--- src/source/rbe_defs.svh ---
//////////////////////////////////////////////////
// register map, field positions and fixed
// constants of the convolution controller
// include wherever an address or constant is used
//////////////////////////////////////////////////

`ifndef RBE_DEFS_SVH
`define RBE_DEFS_SVH

// register word addresses
`define RBE_REG_TRIGGER   0
`define RBE_REG_STATUS    1
`define RBE_REG_CHANNELS  2
`define RBE_REG_IMG       3
`define RBE_REG_QUANT_FS  4
`define RBE_REG_STREAM    5
`define RBE_REG_PATCH_H   6
`define RBE_N_REGS        8

// field positions, all stored as value minus one
`define RBE_F_KIN   31:16
`define RBE_F_KOUT  15:0
`define RBE_F_IW    31:16
`define RBE_F_FS    23:16
`define RBE_F_QW    15:8
`define RBE_F_QA    7:0

// engine geometry
`define RBE_TP               4
`define RBE_PATCH_MIN        3
`define RBE_CH_PER_TILE_LOG2 5
`define RBE_QA_PER_TILE_LOG2 2

`endif

--- src/source/rbe_pkg.sv ---
//////////////////////////////////////////////////
// shared types of the convolution controller
// ports name these with rbe_pkg:: and bodies
// import the package when they need it
//////////////////////////////////////////////////

`include "rbe_defs.svh"

package rbe_pkg;

  // host register port
  typedef logic [$clog2(`RBE_N_REGS)-1:0] reg_addr_t;
  typedef logic [31:0]                    reg_data_t;

  // decoded layer settings
  typedef logic [15:0] feat_cnt_t;
  typedef logic [15:0] spatial_cnt_t;
  typedef logic [7:0]  quant_cnt_t;
  typedef logic [11:0] tile_cnt_t;
  typedef logic [31:0] size_t;

  // job sequencing
  typedef enum logic [2:0] {
    IDLE, PRECOMP, ISSUE, WAIT_ENGINE, ADVANCE
  } ctrl_state_t;

endpackage

--- src/source/rbe_seq_mult.sv ---
//////////////////////////////////////////////////
// shift-add sequential multiplier
// pulse start_i with the operands applied, the
// product is valid B_WIDTH+1 cycles later
//////////////////////////////////////////////////

`timescale 1ns/1ns

module rbe_seq_mult #(
  parameter int unsigned A_WIDTH = 16,
  parameter int unsigned B_WIDTH = 16
) (
  input  logic                       clk_i,
  input  logic                       rst_n_i,
  input  logic                       start_i,
  input  logic [A_WIDTH-1:0]         a_i,
  input  logic [B_WIDTH-1:0]         b_i,
  output logic                       valid_o,
  output logic [A_WIDTH+B_WIDTH-1:0] prod_o
);

  localparam int unsigned CNT_W = $clog2(B_WIDTH + 1);

  logic [CNT_W-1:0]           cnt_q;
  logic                       running_q;
  logic [A_WIDTH+B_WIDTH-1:0] mcand_q;
  logic [B_WIDTH-1:0]         mplier_q;
  logic [A_WIDTH+B_WIDTH-1:0] acc_q;

  // bit counter and valid flag
  always_ff @(posedge clk_i or negedge rst_n_i) begin
    if (!rst_n_i) begin
      cnt_q     <= '0;
      running_q <= 1'b0;
      valid_o   <= 1'b0;
    end else if (start_i) begin
      cnt_q     <= '0;
      running_q <= 1'b1;
      valid_o   <= 1'b0;
    end else if (running_q) begin
      cnt_q <= cnt_q + 1'b1;
      if (cnt_q == CNT_W'(B_WIDTH - 1)) begin
        running_q <= 1'b0;
        valid_o   <= 1'b1;
      end
    end
  end

  // one multiplier bit per cycle, lsb first
  always_ff @(posedge clk_i or negedge rst_n_i) begin
    if (!rst_n_i) begin
      mcand_q  <= '0;
      mplier_q <= '0;
      acc_q    <= '0;
    end else if (start_i) begin
      mcand_q  <= {{B_WIDTH{1'b0}}, a_i};
      mplier_q <= b_i;
      acc_q    <= '0;
    end else if (running_q) begin
      if (mplier_q[0]) begin
        acc_q <= acc_q + mcand_q;
      end
      mcand_q  <= mcand_q << 1;
      mplier_q <= mplier_q >> 1;
    end
  end

  assign prod_o = acc_q;

endmodule

--- src/source/rbe_cfg_regs.sv ---
//////////////////////////////////////////////////
// host register file of the controller
// holds the layer settings, decodes each field,
// raises start on a trigger write while idle and
// keeps the derived sizes for readback
//////////////////////////////////////////////////

`timescale 1ns/1ns

`include "rbe_defs.svh"

module rbe_cfg_regs (
  input  logic                 clk_i,
  input  logic                 rst_n_i,
  input  logic                 reg_we_i,
  input  rbe_pkg::reg_addr_t   reg_addr_i,
  input  rbe_pkg::reg_data_t   reg_wdata_i,
  input  logic                 busy_i,
  input  logic                 capture_i,
  input  rbe_pkg::size_t       stream_size_i,
  input  rbe_pkg::size_t       patch_h_i,
  output rbe_pkg::reg_data_t   reg_rdata_o,
  output logic                 start_o,
  output rbe_pkg::feat_cnt_t   kin_o,
  output rbe_pkg::feat_cnt_t   kout_o,
  output rbe_pkg::spatial_cnt_t iw_o,
  output rbe_pkg::quant_cnt_t  fs_o,
  output rbe_pkg::quant_cnt_t  qw_o,
  output rbe_pkg::quant_cnt_t  qa_o
);
  import rbe_pkg::*;

  reg_data_t channels_q;
  reg_data_t img_q;
  reg_data_t quant_q;
  size_t     stream_q;
  size_t     patch_q;
  logic      start_q;
  logic      wr_ok;

  // start_q covers the cycle before busy rises
  assign wr_ok = reg_we_i & ~(busy_i | start_q);

  always_ff @(posedge clk_i or negedge rst_n_i) begin
    if (!rst_n_i) begin
      channels_q <= '0;
      img_q      <= '0;
      quant_q    <= '0;
      stream_q   <= '0;
      patch_q    <= '0;
      start_q    <= 1'b0;
    end else begin
      start_q <= wr_ok && (reg_addr_i == reg_addr_t'(`RBE_REG_TRIGGER));
      if (wr_ok) begin
        case (reg_addr_i)
          reg_addr_t'(`RBE_REG_CHANNELS): channels_q <= reg_wdata_i;
          reg_addr_t'(`RBE_REG_IMG):      img_q      <= reg_wdata_i;
          reg_addr_t'(`RBE_REG_QUANT_FS): quant_q    <= reg_wdata_i;
          default: ;
        endcase
      end
      // results land once the multipliers are done
      if (capture_i) begin
        stream_q <= stream_size_i;
        patch_q  <= patch_h_i;
      end
    end
  end

  assign start_o = start_q;

  // field decode
  assign kin_o  = channels_q[`RBE_F_KIN] + 1'b1;
  assign kout_o = channels_q[`RBE_F_KOUT] + 1'b1;
  assign iw_o   = img_q[`RBE_F_IW] + 1'b1;
  assign fs_o   = quant_q[`RBE_F_FS] + 1'b1;
  assign qw_o   = quant_q[`RBE_F_QW] + 1'b1;
  assign qa_o   = quant_q[`RBE_F_QA] + 1'b1;

  // readback mux
  always_comb begin
    case (reg_addr_i)
      reg_addr_t'(`RBE_REG_STATUS):   reg_rdata_o = {31'b0, busy_i};
      reg_addr_t'(`RBE_REG_CHANNELS): reg_rdata_o = channels_q;
      reg_addr_t'(`RBE_REG_IMG):      reg_rdata_o = img_q;
      reg_addr_t'(`RBE_REG_QUANT_FS): reg_rdata_o = quant_q;
      reg_addr_t'(`RBE_REG_STREAM):   reg_rdata_o = stream_q;
      reg_addr_t'(`RBE_REG_PATCH_H):  reg_rdata_o = patch_q;
      default:                        reg_rdata_o = '0;
    endcase
  end

endmodule

--- src/source/rbe_cfg_derive.sv ---
//////////////////////////////////////////////////
// derived job sizes
// tile counts are combinational, the stream size
// and patch height come from two sequential
// multipliers started together by mult_start_i
//////////////////////////////////////////////////

`timescale 1ns/1ns

`include "rbe_defs.svh"

module rbe_cfg_derive (
  input  logic                  clk_i,
  input  logic                  rst_n_i,
  input  logic                  mult_start_i,
  input  rbe_pkg::feat_cnt_t    kin_i,
  input  rbe_pkg::feat_cnt_t    kout_i,
  input  rbe_pkg::spatial_cnt_t iw_i,
  input  rbe_pkg::quant_cnt_t   fs_i,
  input  rbe_pkg::quant_cnt_t   qw_i,
  input  rbe_pkg::quant_cnt_t   qa_i,
  output rbe_pkg::tile_cnt_t    tiles_k_in_o,
  output rbe_pkg::tile_cnt_t    tiles_k_out_o,
  output logic                  mult_valid_o,
  output rbe_pkg::size_t        stream_size_o,
  output rbe_pkg::size_t        patch_h_o
);
  import rbe_pkg::*;

  feat_cnt_t   kin_m1;
  feat_cnt_t   kout_m1;
  quant_cnt_t  qa_m1;
  tile_cnt_t   tiles_qa;
  logic [15:0] stream_a;
  logic [15:0] stream_b;
  logic [23:0] patch_b;
  logic [31:0] stream_prod;
  logic [39:0] patch_prod;
  logic        stream_valid;
  logic        patch_valid;

  ////////////////////////////////////////////////////
  // tile counts
  ////////////////////////////////////////////////////
  assign kin_m1        = kin_i - 1'b1;
  assign kout_m1       = kout_i - 1'b1;
  assign qa_m1         = qa_i - 1'b1;
  assign tiles_k_in_o  = tile_cnt_t'(kin_m1 >> `RBE_CH_PER_TILE_LOG2) + 1'b1;
  assign tiles_k_out_o = tile_cnt_t'(kout_m1 >> `RBE_CH_PER_TILE_LOG2) + 1'b1;
  assign tiles_qa      = tile_cnt_t'(qa_m1 >> `RBE_QA_PER_TILE_LOG2) + 1'b1;

  ////////////////////////////////////////////////////
  // multiplier operands
  ////////////////////////////////////////////////////
  // 1x1 filter: qw bytes times (TP+2)
  assign stream_a = (fs_i == 8'd1) ? (16'(qw_i) << 2)
                                   : 16'(qw_i) * 16'(`RBE_TP) + 16'd2;
  assign stream_b = (fs_i == 8'd1) ? 16'(`RBE_TP + 2) : 16'(fs_i) * 16'(fs_i);
  assign patch_b  = 24'(tiles_k_in_o) * 24'(tiles_qa);

  rbe_seq_mult #(
    .A_WIDTH ( 16 ),
    .B_WIDTH ( 16 )
  ) i_stream_mult (
    .clk_i   ( clk_i        ),
    .rst_n_i ( rst_n_i      ),
    .start_i ( mult_start_i ),
    .a_i     ( stream_a     ),
    .b_i     ( stream_b     ),
    .valid_o ( stream_valid ),
    .prod_o  ( stream_prod  )
  );

  rbe_seq_mult #(
    .A_WIDTH ( 16 ),
    .B_WIDTH ( 24 )
  ) i_patch_mult (
    .clk_i   ( clk_i        ),
    .rst_n_i ( rst_n_i      ),
    .start_i ( mult_start_i ),
    .a_i     ( iw_i         ),
    .b_i     ( patch_b      ),
    .valid_o ( patch_valid  ),
    .prod_o  ( patch_prod   )
  );

  // the 24-bit multiplier finishes last
  assign mult_valid_o  = stream_valid & patch_valid;
  assign stream_size_o = stream_prod;
  // constant scale TP * PATCH_MIN * 4 bytes
  assign patch_h_o     = patch_prod[31:0] * 32'(`RBE_TP * `RBE_PATCH_MIN * 4);

endmodule

--- src/source/rbe_tile_loop.sv ---
//////////////////////////////////////////////////
// nested channel tile counters
// input tile index is the inner loop and wraps
// into the output tile index; last_o flags the
// final pair of the job
//////////////////////////////////////////////////

`timescale 1ns/1ns

module rbe_tile_loop (
  input  logic               clk_i,
  input  logic               rst_n_i,
  input  logic               clear_i,
  input  logic               step_i,
  input  rbe_pkg::tile_cnt_t tiles_k_in_i,
  input  rbe_pkg::tile_cnt_t tiles_k_out_i,
  output rbe_pkg::tile_cnt_t k_in_o,
  output rbe_pkg::tile_cnt_t k_out_o,
  output logic               last_o
);
  import rbe_pkg::*;

  tile_cnt_t k_in_q;
  tile_cnt_t k_out_q;
  logic      in_wrap;
  logic      out_wrap;

  assign in_wrap  = (k_in_q == tiles_k_in_i - 1'b1);
  assign out_wrap = (k_out_q == tiles_k_out_i - 1'b1);

  always_ff @(posedge clk_i or negedge rst_n_i) begin
    if (!rst_n_i) begin
      k_in_q  <= '0;
      k_out_q <= '0;
    end else if (clear_i) begin
      k_in_q  <= '0;
      k_out_q <= '0;
    end else if (step_i) begin
      if (in_wrap) begin
        k_in_q  <= '0;
        k_out_q <= k_out_q + 1'b1;
      end else begin
        k_in_q <= k_in_q + 1'b1;
      end
    end
  end

  assign k_in_o  = k_in_q;
  assign k_out_o = k_out_q;
  assign last_o  = in_wrap & out_wrap;

endmodule

--- src/source/rbe_ctrl_fsm.sv ---
//////////////////////////////////////////////////
// job sequencing FSM
// starts the multipliers, then issues one engine
// start per tile pair and waits for its done;
// evt_done_o closes the job
//////////////////////////////////////////////////

`timescale 1ns/1ns

module rbe_ctrl_fsm (
  input  logic clk_i,
  input  logic rst_n_i,
  input  logic start_i,
  input  logic mult_valid_i,
  input  logic engine_done_i,
  input  logic loop_last_i,
  output logic busy_o,
  output logic mult_start_o,
  output logic products_done_o,
  output logic loop_clear_o,
  output logic loop_step_o,
  output logic engine_start_o,
  output logic evt_done_o
);
  import rbe_pkg::*;

  ctrl_state_t state_q;
  ctrl_state_t state_d;

  ////////////////////////////////////////////////////
  // next state
  ////////////////////////////////////////////////////
  always_comb begin
    state_d = state_q;
    case (state_q)
      IDLE:        if (start_i) state_d = PRECOMP;
      PRECOMP:     if (mult_valid_i) state_d = ISSUE;
      ISSUE:       state_d = WAIT_ENGINE;
      WAIT_ENGINE: if (engine_done_i) state_d = ADVANCE;
      ADVANCE:     state_d = loop_last_i ? IDLE : ISSUE;
      default:     state_d = IDLE;
    endcase
  end

  always_ff @(posedge clk_i or negedge rst_n_i) begin
    if (!rst_n_i) begin
      state_q <= IDLE;
    end else begin
      state_q <= state_d;
    end
  end

  ////////////////////////////////////////////////////
  // outputs
  ////////////////////////////////////////////////////
  // multipliers and loop restart on the edge into PRECOMP,
  // so a stale valid from the last job is already cleared
  assign mult_start_o    = (state_q == IDLE) & start_i;
  assign loop_clear_o    = (state_q == IDLE) & start_i;
  assign products_done_o = (state_q == PRECOMP) & mult_valid_i;
  assign engine_start_o  = (state_q == ISSUE);
  assign loop_step_o     = (state_q == ADVANCE) & ~loop_last_i;
  assign evt_done_o      = (state_q == ADVANCE) & loop_last_i;

  // busy falls together with the completion event
  assign busy_o = (state_q != IDLE) & ~evt_done_o;

endmodule

--- src/source/rbe_ctrl_top.sv ---
//////////////////////////////////////////////////
// convolution controller top level
// host register port in, engine start/done
// handshake and tile indices out
//////////////////////////////////////////////////

`timescale 1ns/1ns

module rbe_ctrl_top (
  input  logic                  clk_i,
  input  logic                  rst_n_i,
  input  logic                  reg_we_i,
  input  rbe_pkg::reg_addr_t    reg_addr_i,
  input  rbe_pkg::reg_data_t    reg_wdata_i,
  output rbe_pkg::reg_data_t    reg_rdata_o,
  input  logic                  engine_done_i,
  output logic                  engine_start_o,
  output rbe_pkg::tile_cnt_t    tile_k_in_o,
  output rbe_pkg::tile_cnt_t    tile_k_out_o,
  output logic                  busy_o,
  output logic                  evt_done_o
);
  import rbe_pkg::*;

  // decoded settings
  feat_cnt_t    kin, kout;
  spatial_cnt_t iw;
  quant_cnt_t   fs, qw, qa;
  tile_cnt_t    tiles_k_in, tiles_k_out;
  size_t        stream_size, patch_h;
  // control
  logic start, mult_start, mult_valid, products_done;
  logic loop_clear, loop_step, loop_last;

  rbe_cfg_regs i_cfg_regs (
    .clk_i, .rst_n_i, .reg_we_i, .reg_addr_i, .reg_wdata_i, .reg_rdata_o,
    .busy_i        ( busy_o        ),
    .capture_i     ( products_done ),
    .stream_size_i ( stream_size   ),
    .patch_h_i     ( patch_h       ),
    .start_o       ( start         ),
    .kin_o ( kin ), .kout_o ( kout ), .iw_o ( iw ),
    .fs_o  ( fs  ), .qw_o   ( qw   ), .qa_o ( qa )
  );

  rbe_cfg_derive i_cfg_derive (
    .clk_i, .rst_n_i,
    .mult_start_i  ( mult_start  ),
    .kin_i ( kin ), .kout_i ( kout ), .iw_i ( iw ),
    .fs_i  ( fs  ), .qw_i   ( qw   ), .qa_i ( qa ),
    .tiles_k_in_o  ( tiles_k_in  ),
    .tiles_k_out_o ( tiles_k_out ),
    .mult_valid_o  ( mult_valid  ),
    .stream_size_o ( stream_size ),
    .patch_h_o     ( patch_h     )
  );

  rbe_tile_loop i_tile_loop (
    .clk_i, .rst_n_i,
    .clear_i       ( loop_clear   ),
    .step_i        ( loop_step    ),
    .tiles_k_in_i  ( tiles_k_in   ),
    .tiles_k_out_i ( tiles_k_out  ),
    .k_in_o        ( tile_k_in_o  ),
    .k_out_o       ( tile_k_out_o ),
    .last_o        ( loop_last    )
  );

  rbe_ctrl_fsm i_ctrl_fsm (
    .clk_i, .rst_n_i, .engine_done_i, .busy_o, .engine_start_o, .evt_done_o,
    .start_i         ( start         ),
    .mult_valid_i    ( mult_valid    ),
    .loop_last_i     ( loop_last     ),
    .mult_start_o    ( mult_start    ),
    .products_done_o ( products_done ),
    .loop_clear_o    ( loop_clear    ),
    .loop_step_o     ( loop_step     )
  );

endmodule

--- config.mk ---
export PLATFORM = sky130hd
export DESIGN_NAME = rbe_ctrl_top
export DESIGN_NICKNAME = d
export VERILOG_FILES = /design/src/source/rbe_pkg.sv /design/src/source/rbe_seq_mult.sv /design/src/source/rbe_cfg_regs.sv /design/src/source/rbe_cfg_derive.sv /design/src/source/rbe_tile_loop.sv /design/src/source/rbe_ctrl_fsm.sv /design/src/source/rbe_ctrl_top.sv
export VERILOG_INCLUDE_DIRS = /design/src /design/src/source
export SDC_FILE = /design/constraint.sdc
export NUM_CORES = 1
export LEC_CHECK = 0
export BUFFER_PORTS_ARGS = -buffer_cell sky130_fd_sc_hd__buf_2
export CAP_MARGIN = 10
export CORE_ASPECT_RATIO = 2
export CORE_MARGIN = 5
export CORE_UTILIZATION = 30
export DETAILED_ROUTE_END_ITERATION = 16
export GPL_ROUTABILITY_DRIVEN = 1
export MAX_ROUTING_LAYER = met4
export PLACE_DENSITY_LB_ADDON = 0.05
export SLEW_MARGIN = 10
export SYNTH_ARGS = -nofsm -noshare
export SYNTH_HDL_FRONTEND = slang
export SYNTH_SLANG_ARGS = --single-unit
export TNS_END_PERCENT = 20
--- constraint.sdc ---
create_clock -name clk_i -period 17.1 [get_ports clk_i]
set_input_delay 3.42 -clock clk_i [delete_from_list [all_inputs] [get_ports clk_i]]
set_output_delay 3.42 -clock clk_i [all_outputs]
set_load 0.01 [all_outputs]
==> metrics.csv, run 1 <==
metric;value;unit
status;completed;
floorplan.initialDensity;30.2;%
async_flop_share;100;%
ir_drop;0.153;mV
antenna_found_initial;1;
regArea;8810;um^2
drv_cap;0;
path_clk_slew;0.06;ns
cts_hold_buf;0;
clk_latency;0.58;ns
end_kind;primary output;
cts_buffer_depth;3;
synth_most_common_cell;dfrtp_1;
netlist_instances;2667;
routed_wl;83900;um
dieArea;89500;um^2
min_to;i_cfg_regs.stream_q[7];
worst_slack;7.85;ns
via_count;19500;
period_share;54.1;%
crit_arrival;5.83;ns
synth_area_leaders;dfrtp_1 (35%), ha_1 (8.3%), fa_1 (6.3%);
fillCellCount;8560;
finalSetupViolCount;0;
r2r_cells;24;
firstDrtPassIters;6;
final.setup.tns;0;ns
cp.depth;9;
synthDominantCellAreaShare;35.3;%
synthToLayoutAreaGrowth;11.6;%
cts_made_buffers;40;
ys_types;83;
synth_area_leader_cell;dfrtp_1;
cp_slowest_stage_delay;0.62;ns
dp_slack;7.90;ns
max_slew_margin;23.5;%
grt_pass1_vias;20700;
cp-start-kind;primary input;
crit_type;in -> out;
multiInputGateArea;15000;um^2
die_x;214;um
wl_per_cell;22.1;um
synthFlopType;dfrtp_1;
r2r-start;i_cfg_regs.channels_q[21];
maxSlewViolCount;0;
ctsHtreeMaxLevel;2;
ys_seq_elements;352;
ys_warn_count;0;
fp.coreArea;82600;um^2
final_antenna_net_count;0;
avgSynthCellArea;9.37;um^2
port_buffers;97;
fin_nets;2989;
dp.final_hpwl;63500;um
gp_congestion;0.847;
rsz0062_at_grt;no;
min_path_cells;2;
worst_pin_slew;1.15;ns
io_pins;98;
postCtsSetupBuffers;0;
clock-root-buffer;clkbuf_16;
fmax;108;MHz
rows;149;
worstHoldStart;i_cfg_regs.stream_q[7];
synth_nets;2949;
ys_seq_area_share;35.3;%
drt-initial-drc-count;1051;
crit_chain;buf_2 -> buf_4 -> nor2b_2 -> buf_4 -> nand2_1 -> o21ai_0 -> nand2_1 -> o21ai_0 -> buf_2;
rr_endpoint;i_cfg_derive.i_patch_mult.mplier_q[19];
crit_fanout;42;
grt_usage;19.2;%
via_per_inst;5.14;
grt_pass1_wl;130000;um
p_leak;13.6;nW
min_path_type;reg -> reg;
critPathTopFamily;buffers and inverters;
overflow;0;
clock_sinks;352;
synth_common_cells;dfrtp_1 (352), nand2_1 (337), nor2_1 (236), ha_1 (165), o21ai_0 (159);
layout_min_cycle_time;9.25;ns
syn_area;25000;um^2
final_area;27900;um^2
powerDensity;195;nW/um^2
die_y;418;um
hold_viol;0;
crit_slowest_cell;buf_4;
crit_required;13.68;ns
drc_errors;0;
critPathBufInv;4;
grt_max_degree;179;
synth_edf_count;0;
reg2reg_slack;10.05;ns
drive_gt1_share;12.2;%
post_dp_cell_area;26500;um^2
cts_tree;yes;
worst_clock_skew;0.0194;ns
ctsResizeCount;0;
==> per-stage QoR <==
step	total power (W)	hold slack, ns	cells	utilization (%)
after floorplan	0.00364	0.445	2667	-
after global placement	0.00455	0.468	3722	32.1
after detailed placement	0.00456	0.467	3722	32.1
after CTS	0.00556	0.481	3794	33.8
after global routing	0.00603	0.507	3795	33.8
final	0.00543	0.479	3795	33.8
==> flip-flops by register name (all words and copies together) (netlist names) <==
name	cells
i_cfg_derive.i_patch_mult.cnt_q	5
i_cfg_derive.i_patch_mult.mcand_q	28
i_cfg_derive.i_patch_mult.mplier_q	21
i_cfg_derive.i_patch_mult.prod_o	28
i_cfg_derive.i_patch_mult.running_q	1
i_cfg_derive.i_patch_mult.valid_o	1
i_cfg_derive.i_stream_mult.cnt_q	5
i_cfg_derive.i_stream_mult.mcand_q	31
i_cfg_derive.i_stream_mult.mplier_q	16
i_cfg_derive.i_stream_mult.prod_o	31
i_cfg_derive.i_stream_mult.running_q	1
i_cfg_derive.i_stream_mult.valid_o	1
i_cfg_regs.channels_q	32
i_cfg_regs.img_q	32
i_cfg_regs.patch_q	28
i_cfg_regs.quant_q	32
i_cfg_regs.start_o	1
i_cfg_regs.stream_q	31
i_ctrl_fsm.state_q	3
i_tile_loop.k_in_o	12
i_tile_loop.k_out_o	12
==> layout make-up <==
class,instances,area share (%)
repair buffers,125,2.62
inverters,156,2.10
multi-input cells,2032,53.9
clock buffers,56,4.20
diodes,1,0.00898
flip-flops and latches,352,31.6
clock inverters,16,0.844
well taps,1057,4.74
==> kinds of logic (layout without fill, tap and decap cells) <==
kind of cell / after synthesis / in the layout / share of synthesized area, %
xor gates and xnor gates: 175 / 175 / 6.31
muxes: 209 / 209 / 9.33
buffers and inverters: 283 / 353 / 4.74
AOI/OAI and AO/OA: 560 / 560 / 14.5
DFF: 352 / 352 / 35.3
adders and majority gates: 243 / 243 / 14.5
and+or+nand+nor: 845 / 845 / 15.3
other: 0 / 1 / 0
==> worst register-to-register path: cells and delay by family (launching register included) <==
family                     cells  cell delay [ns]
AOI/OAI and AO/OA              7             1.64
xor gates and xnor gates       2             0.70
adders and majority gates      6             2.83
buffers and inverters          4             0.21
DFF                            1             0.72
and+or+nand+nor                5             0.87
==> layout by cell type (no fill, tap or decap), types with 26 or more instances in the layout <==
cell type and n:
nor2_1 235, buf_4 26, nand2b_1 26, and3_1 31
ha_1 165, xor2_1 79, a22o_1 28, mux2_4 30
inv_1 155, clkbuf_16 41, a221o_1 28, xnor2_1 93
nand3_1 53, nor3_1 34, a21o_1 44, fa_1 78
mux2i_1 108, dfrtp_1 350, nand2_1 337, buf_2 96
o21ai_0 159, a21oi_1 137, mux2_2 61
==> power breakdown <==
group	internal, W	switching (W)	total (W)
Clock	0.000557	0.000386	0.000944
Combinational	0.00134	0.00175	0.00309
Sequential	0.00106	0.000331	0.00139
Total	0.00296	0.00247	0.00543
==> worst max-delay path by stage <==
| stage | startpoint | slack [ns] | endpoint |
|---|---|---|---|
| floorplan | reg_addr_i[0] | 8.82 | reg_rdata_o[11] |
| global placement | reg_addr_i[0] | 7.88 | reg_rdata_o[30] |
| detailed placement | reg_addr_i[0] | 7.90 | reg_rdata_o[30] |
| CTS | reg_addr_i[0] | 7.88 | reg_rdata_o[30] |
| global route | reg_addr_i[0] | 7.76 | reg_rdata_o[30] |
| finish | reg_addr_i[0] | 7.85 | reg_rdata_o[30] |
==> metal layers <==
metal  up-vias  global-route usage (%)  share of wire, %
met3       108                    1.71               2.3
met1      9806                    21.4                40
met4         0                    5.91               3.3
li1       9310                       -                 -
met2       283                    36.2                54
met5         -                       -                 0
(Power assumes the default switching activity.)
==> inputs of run 2 (changes only) <==
==> constraint.sdc (replaced) <==
create_clock -name clk_i -period 7.5 [get_ports clk_i]
set_input_delay 1.5 -clock clk_i [delete_from_list [all_inputs] [get_ports clk_i]]
set_output_delay 1.5 -clock clk_i [all_outputs]
set_load 0.01 [all_outputs]
==> run 2 against run 1 <==
Wire length fell by 3.7%. Sequential power grew 120%. First-iteration DRC count down 15%. Largest power group unchanged. Sequential share of layout area down 0.13 points. Die area did not move. Count of clock-buffer cells in the layout is 1 higher. Critical endpoint is now i_cfg_derive.i_patch_mult.mplier_q[19]. Utilization increased by 0.14 points. Largest cell class unchanged. Cell count rose by 0.37%.
==> metrics.csv, run 2 (synthesis gave the netlist of run 1 again) <==
metric;value;unit
final_antenna_net_count;0;
period_share;87.7;%
p_comb_share;57.1;%
routed.top_layer;met4;
overflow;0;
drive_gt1_share;12.4;%
fillCellCount;8585;
fmax;152;MHz
wl_met1;32100;um
rr_endpoint;i_cfg_derive.i_patch_mult.mplier_q[19];
p_switching;0.00552;W
grt_pass1_vias;20500;
routed_wl;80800;um
cts_made_buffers;40;
worst_clock_skew;0.0325;ns
ctsHtreeMaxLevel;2;
postCtsSetupBuffers;0;
ir_drop;0.274;mV
dieArea;89500;um^2
min_to;i_cfg_regs.stream_q[30];
finalSetupViolCount;0;
io_pins;98;
drc_errors;0;
p_seq_share;24.8;%
critPathBufInv;3;
final.setup.tns;0;ns
cts_hold_buf;0;
grt_max_degree;119;
firstDrtPassIters;5;
die_x;214;um
crit_start;i_cfg_regs.quant_q[3];
fp.coreArea;82600;um^2
status;completed;
crit_arrival;7.08;ns
hold_viol;0;
mostFrequentLayoutCell;dfrtp_1;
hold_ws;0.481;ns
critPathTopFamily;adder cells;
antenna_found_initial;4;
powerDensity;441;nW/um^2
crit_chain;ha_1 -> and3_1 -> nand3_1 -> or2_2 -> fa_1 -> fa_1 -> inv_1 -> fa_1 -> inv_1 -> fa_1 -> inv_1 -> ha_1 -> o21a_1 -> o21a_1 -> and3_1 -> a211o_1 -> o311ai_0 -> a31oi_1 -> a21oi_1 -> xnor2_1 -> nand2_1 -> o21ai_0;
clockPowerShare;18.1;%
worst_pin_slew;1.11;ns
synthToLayoutAreaGrowth;12.1;%
max_slew_margin;26.0;%
clk_latency;0.59;ns
rsz0062_at_grt;no;
drt-initial-drc-count;897;
cts_buffer_depth;3;
grt_pass1_wl;126000;um
crit_required;8.00;ns
crit_fanout;12;
cpMostUsedCell;fa_1;
layout_min_cycle_time;6.58;ns
via_count;19300;
r2r-start;i_cfg_regs.quant_q[3];
dp.final_hpwl;61200;um
cp-start-kind;flop;
port_buffers;97;
via_per_inst;5.07;
wl_met2;44100;um
grt_usage;18.4;%
r2r_cells;22;
fin_nets;3000;
p_leak;13.7;nW
crit_slowest_cell;fa_1;
rows;149;
internal_power;0.00681;W
clock-root-buffer;clkbuf_16;
cts_tree;yes;
die_y;418;um
cp_slowest_stage_delay;0.55;ns
end_kind;flop;
gp_congestion;0.835;
worstHoldStart;i_cfg_regs.stream_q[30];
drv_cap;0;
ctsResizeCount;0;
reg.largest.list;i_cfg_regs.channels_q x32, i_cfg_regs.img_q x32, i_cfg_regs.quant_q x32;
netSwitchingFraction;44.8;%
min_path_type;reg -> reg;
reg2reg_slack;0.92;ns
min_path_cells;2;
clock_sinks;352;
floorplan.initialDensity;30.2;%
wl_met3;2100;um
crit_type;reg -> reg;
wl_per_cell;21.2;um
maxSlewViolCount;0;
layout_common_cells;dfrtp_1 (350), nand2_1 (337), nor2_1 (235);
path_clk_slew;0.06;ns
-- run 2: power groups by stage --
stage / combinational, W / sequential (W) / clock, W
after CTS: 0.00725 / 0.00308 / 0.00233
final: 0.00704 / 0.00305 / 0.00224
after detailed placement: 0.00719 / 0.00311 / 0
after floorplan: 0.00553 / 0.00277 / 0
after global placement: 0.00718 / 0.00310 / 0
after global routing: 0.00810 / 0.00314 / 0.00239
-- run 2: worst max-delay path by stage --
stage                                                         to  depth (start not counted)
final                     i_cfg_derive.i_patch_mult.mplier_q[19]                         22
after global routing      i_cfg_derive.i_patch_mult.mplier_q[19]                         24
after CTS                 i_cfg_derive.i_patch_mult.mplier_q[19]                         22
after detailed placement  i_cfg_derive.i_patch_mult.mplier_q[19]                         22
after global placement    i_cfg_derive.i_patch_mult.mplier_q[19]                         22
after floorplan           i_cfg_derive.i_patch_mult.mplier_q[19]                         26
-- run 2: worst reg2reg max path: stages, from the launching register on --
cell and delay [ns]:
dfrtp_1 0.42, ha_1 0.21, and3_1 0.21, nand3_1 0.47, or2_2 0.51, fa_1 0.52, fa_1 0.55, inv_1 0.06
fa_1 0.52, inv_1 0.05, fa_1 0.53, inv_1 0.04, ha_1 0.35, o21a_1 0.19, o21a_1 0.18, and3_1 0.18
a211o_1 0.36, o311ai_0 0.48, a31oi_1 0.15, a21oi_1 0.21, xnor2_1 0.14, nand2_1 0.07, o21ai_0 0.10
-- run 2: metrics by stage --
step / setup slack (ns) / util, % / instances / instance area [um^2] / power, W
6_report: 0.925 / 33.9 / 3809 / 28000 / 0.0123
5_1_grt: 0.425 / 33.9 / 3808 / 28000 / 0.0136
4_1_cts: 0.902 / 33.9 / 3805 / 28000 / 0.0127
3_5_place_dp: 0.925 / 32.1 / 3733 / 26500 / 0.0103
3_3_place_gp: 0.962 / 32.1 / 3733 / 26500 / 0.0103
2_1_floorplan: 1.46 / - / 2667 / 25000 / 0.00830
-- run 2: final cells by class --
type	instances	area (um^2)	area share [%]
Tap cell	1057	1320	4.72
Inverter	156	586	2.09
Sequential cell	352	8810	31.5
Timing Repair Buffer	136	801	2.86
Multi-Input combinational cell	2032	15000	53.6
Antenna cell	4	10.0	0.0358
Clock inverter	15	302	1.08
Clock buffer	57	1150	4.12
-- run 2: metal layers --
metal / up-vias / track usage (%)
li1: 9340 / -
met1: 9617 / 20.4
met2: 248 / 34.9
met3: 98 / 2.07
met4: 0 / 5.43
met5: - / -
==> inputs of run 3 (changes only) <==
==> constraint.sdc (replaced) <==
create_clock -name clk_i -period 8.3 [get_ports clk_i]
set_input_delay 1.66 -clock clk_i [delete_from_list [all_inputs] [get_ports clk_i]]
set_output_delay 1.66 -clock clk_i [all_outputs]
set_load 0.01 [all_outputs]
==> run 3 against run 2 <==
Worst hold slack worse by 0.00098 ns. Maximum frequency down 3.8%. Highest routed layer unchanged. Setup slack better by 0.54 ns. Non-clock buffer count down 5. Via count up 0.97%. Clock skew down 0.0091 ns. Global-route usage up 0.17 points. Total power down 9.8%. Largest power group unchanged. Cell count down 0.13%. Largest cell class unchanged. Utilization down 0.091 points. Combinational power down 9.1%. Sequential share of layout area up 0.085 points.
==> metrics.csv, run 3 (synthesis gave the netlist of run 1 again) <==
metric;value;unit
p_switching;0.00508;W
reg.largest.list;i_cfg_regs.channels_q x32, i_cfg_regs.img_q x32, i_cfg_regs.quant_q x32;
stdcell_count;3804;
overflow;0;
min_path_cells;2;
rows;149;
wl_per_cell;21.3;um
ctsResizeCount;0;
dieArea;89500;um^2
postCtsSetupBuffers;0;
hold_viol;0;
mostFrequentLayoutCell;dfrtp_1;
finalSetupViolCount;0;
final.setup.tns;0;ns
period_share;82.4;%
crit_arrival;7.24;ns
routed_wl;81200;um
grt_usage;18.6;%
floorplan.initialDensity;30.2;%
fillCellCount;8638;
cts_buffer_depth;3;
max_slew_margin;1.68;%
clock_sinks;352;
die_x;214;um
cp_slowest_stage_delay;0.60;ns
ir_drop;0.301;mV
final_area;27900;um^2
clockPowerShare;17.6;%
worst_clock_skew;0.0234;ns
status;completed;
crit_slowest_cell;xor2_1;
gr-usage-met2;35.3;%
min_path_type;reg -> reg;
via_count;19500;
grt_pass1_wl;127000;um
hold_ws;0.480;ns
gp_congestion;0.830;
busiest_layer;met2;
antenna_found_initial;6;
layout_min_cycle_time;6.84;ns
die_y;418;um
grtUsageMet1;20.1;%
r2r_cells;25;
place_inst;3728;
clk_latency;0.60;ns
crit_type;reg -> reg;
crit_fanout;17;
ctsHtreeMaxLevel;2;
powerDensity;398;nW/um^2
port_buffers;97;
fp.coreArea;82600;um^2
layout_common_cells;dfrtp_1 (350), nand2_1 (337), nor2_1 (235);
netSwitchingFraction;45.6;%
clock-root-buffer;clkbuf_16;
maxSlewViolCount;0;
cts_made_buffers;41;
drt-initial-drc-count;998;
drc_errors;0;
grt_max_degree;204;
firstDrtPassIters;5;
cp-start-kind;flop;
p_comb_share;57.6;%
internal_power;0.00605;W
synthToLayoutAreaGrowth;11.8;%
grt_pass1_vias;20600;
dp_slack;1.48;ns
end_kind;flop;
fin_nets;2996;
p_seq_share;24.8;%
cts_hold_buf;0;
fmax;146;MHz
via_per_inst;5.12;
worst_pin_slew;1.47;ns
cts_tree;yes;
worst_slack;1.46;ns
crit_required;8.70;ns
path_clk_slew;0.06;ns
final_antenna_net_count;0;
p_leak;13.6;nW
rsz0062_at_grt;no;
drive_gt1_share;12.3;%
io_pins;98;
grt_use_met3;2.14;%
drv_cap;0;
dp.final_hpwl;60900;um
post_dp_cell_area;26500;um^2
==> run 3: cell types whose count changed in the layout (fill, tap and decap cells not counted), sizes merged <==
cell      change
clkinvlp      +7
clkbuf        -2
buf           -5
clkinv        -2
diode         -2
inv           +2
bufinv        -3
==> run 3: layout make-up <==
class	count	area (um^2)	area share, %
multi-input cells	2032	15000	53.8
flip-flops and latches	352	8810	31.6
well taps	1057	1320	4.74
clock buffers	55	1140	4.08
repair buffers	131	788	2.82
inverters	156	586	2.10
clock inverters	19	260	0.932
diodes	2	5.00	0.0179
==> run 3: power by group through the flow <==
| stage | Sequential, W | Clock (W) | Combinational, W |
|---|---|---|---|
| 2_1_floorplan | 0.00250 | 0 | 0.00499 |
| 3_3_place_gp | 0.00280 | 0 | 0.00649 |
| 3_5_place_dp | 0.00281 | 0 | 0.00652 |
| 4_1_cts | 0.00278 | 0.00204 | 0.00658 |
| 5_1_grt | 0.00284 | 0.00209 | 0.00739 |
| 6_report | 0.00276 | 0.00196 | 0.00640 |
==> run 3: critical path: cells and delay by family (launching register included) <==
family,cells,cell delay (ns)
adders and majority gates,6,2.71
AOI/OAI and AO/OA,7,1.68
and+or+nand+nor,5,0.82
xor gates and xnor gates,2,0.68
buffers and inverters,5,0.41
DFF,1,0.32
==> run 3: path summary, 6_finish.rpt <==
kind / start / end / slack (ns)
max in group asynchronous: rst_n_i / i_cfg_derive.i_patch_mult.mplier_q[12] / 5.93
hold reg to reg: i_cfg_regs.stream_q[29] / i_cfg_regs.stream_q[29] / 0.48
min in group asynchronous: rst_n_i / i_cfg_derive.i_stream_mult.mcand_q[16] / 1.00
hold / removal: i_cfg_regs.stream_q[29] / i_cfg_regs.stream_q[29] / 0.48
setup reg to reg: i_cfg_regs.channels_q[21] / i_cfg_derive.i_patch_mult.mplier_q[19] / 1.46
setup / recovery: i_cfg_regs.channels_q[21] / i_cfg_derive.i_patch_mult.mplier_q[19] / 1.46
==> run 3: stage by stage <==
step | util [%] | total power (W)
2_1_floorplan | - | 0.00750
3_3_place_gp | 32.1 | 0.00928
3_5_place_dp | 32.1 | 0.00933
4_1_cts | 33.8 | 0.0114
5_1_grt | 33.8 | 0.0123
6_report | 33.8 | 0.0111
==> run 3: per-layer routing <==
| layer | part of all wire [%] | vias to the layer above | routed length (um) |
|---|---|---|---|
| met4 | 3.9 | 0 | 3130 |
| met5 | 0 | - | 0 |
| met3 | 2.7 | 113 | 2200 |
| met1 | 39 | 9726 | 31400 |
| met2 | 55 | 308 | 44400 |
| li1 | - | 9343 | - |
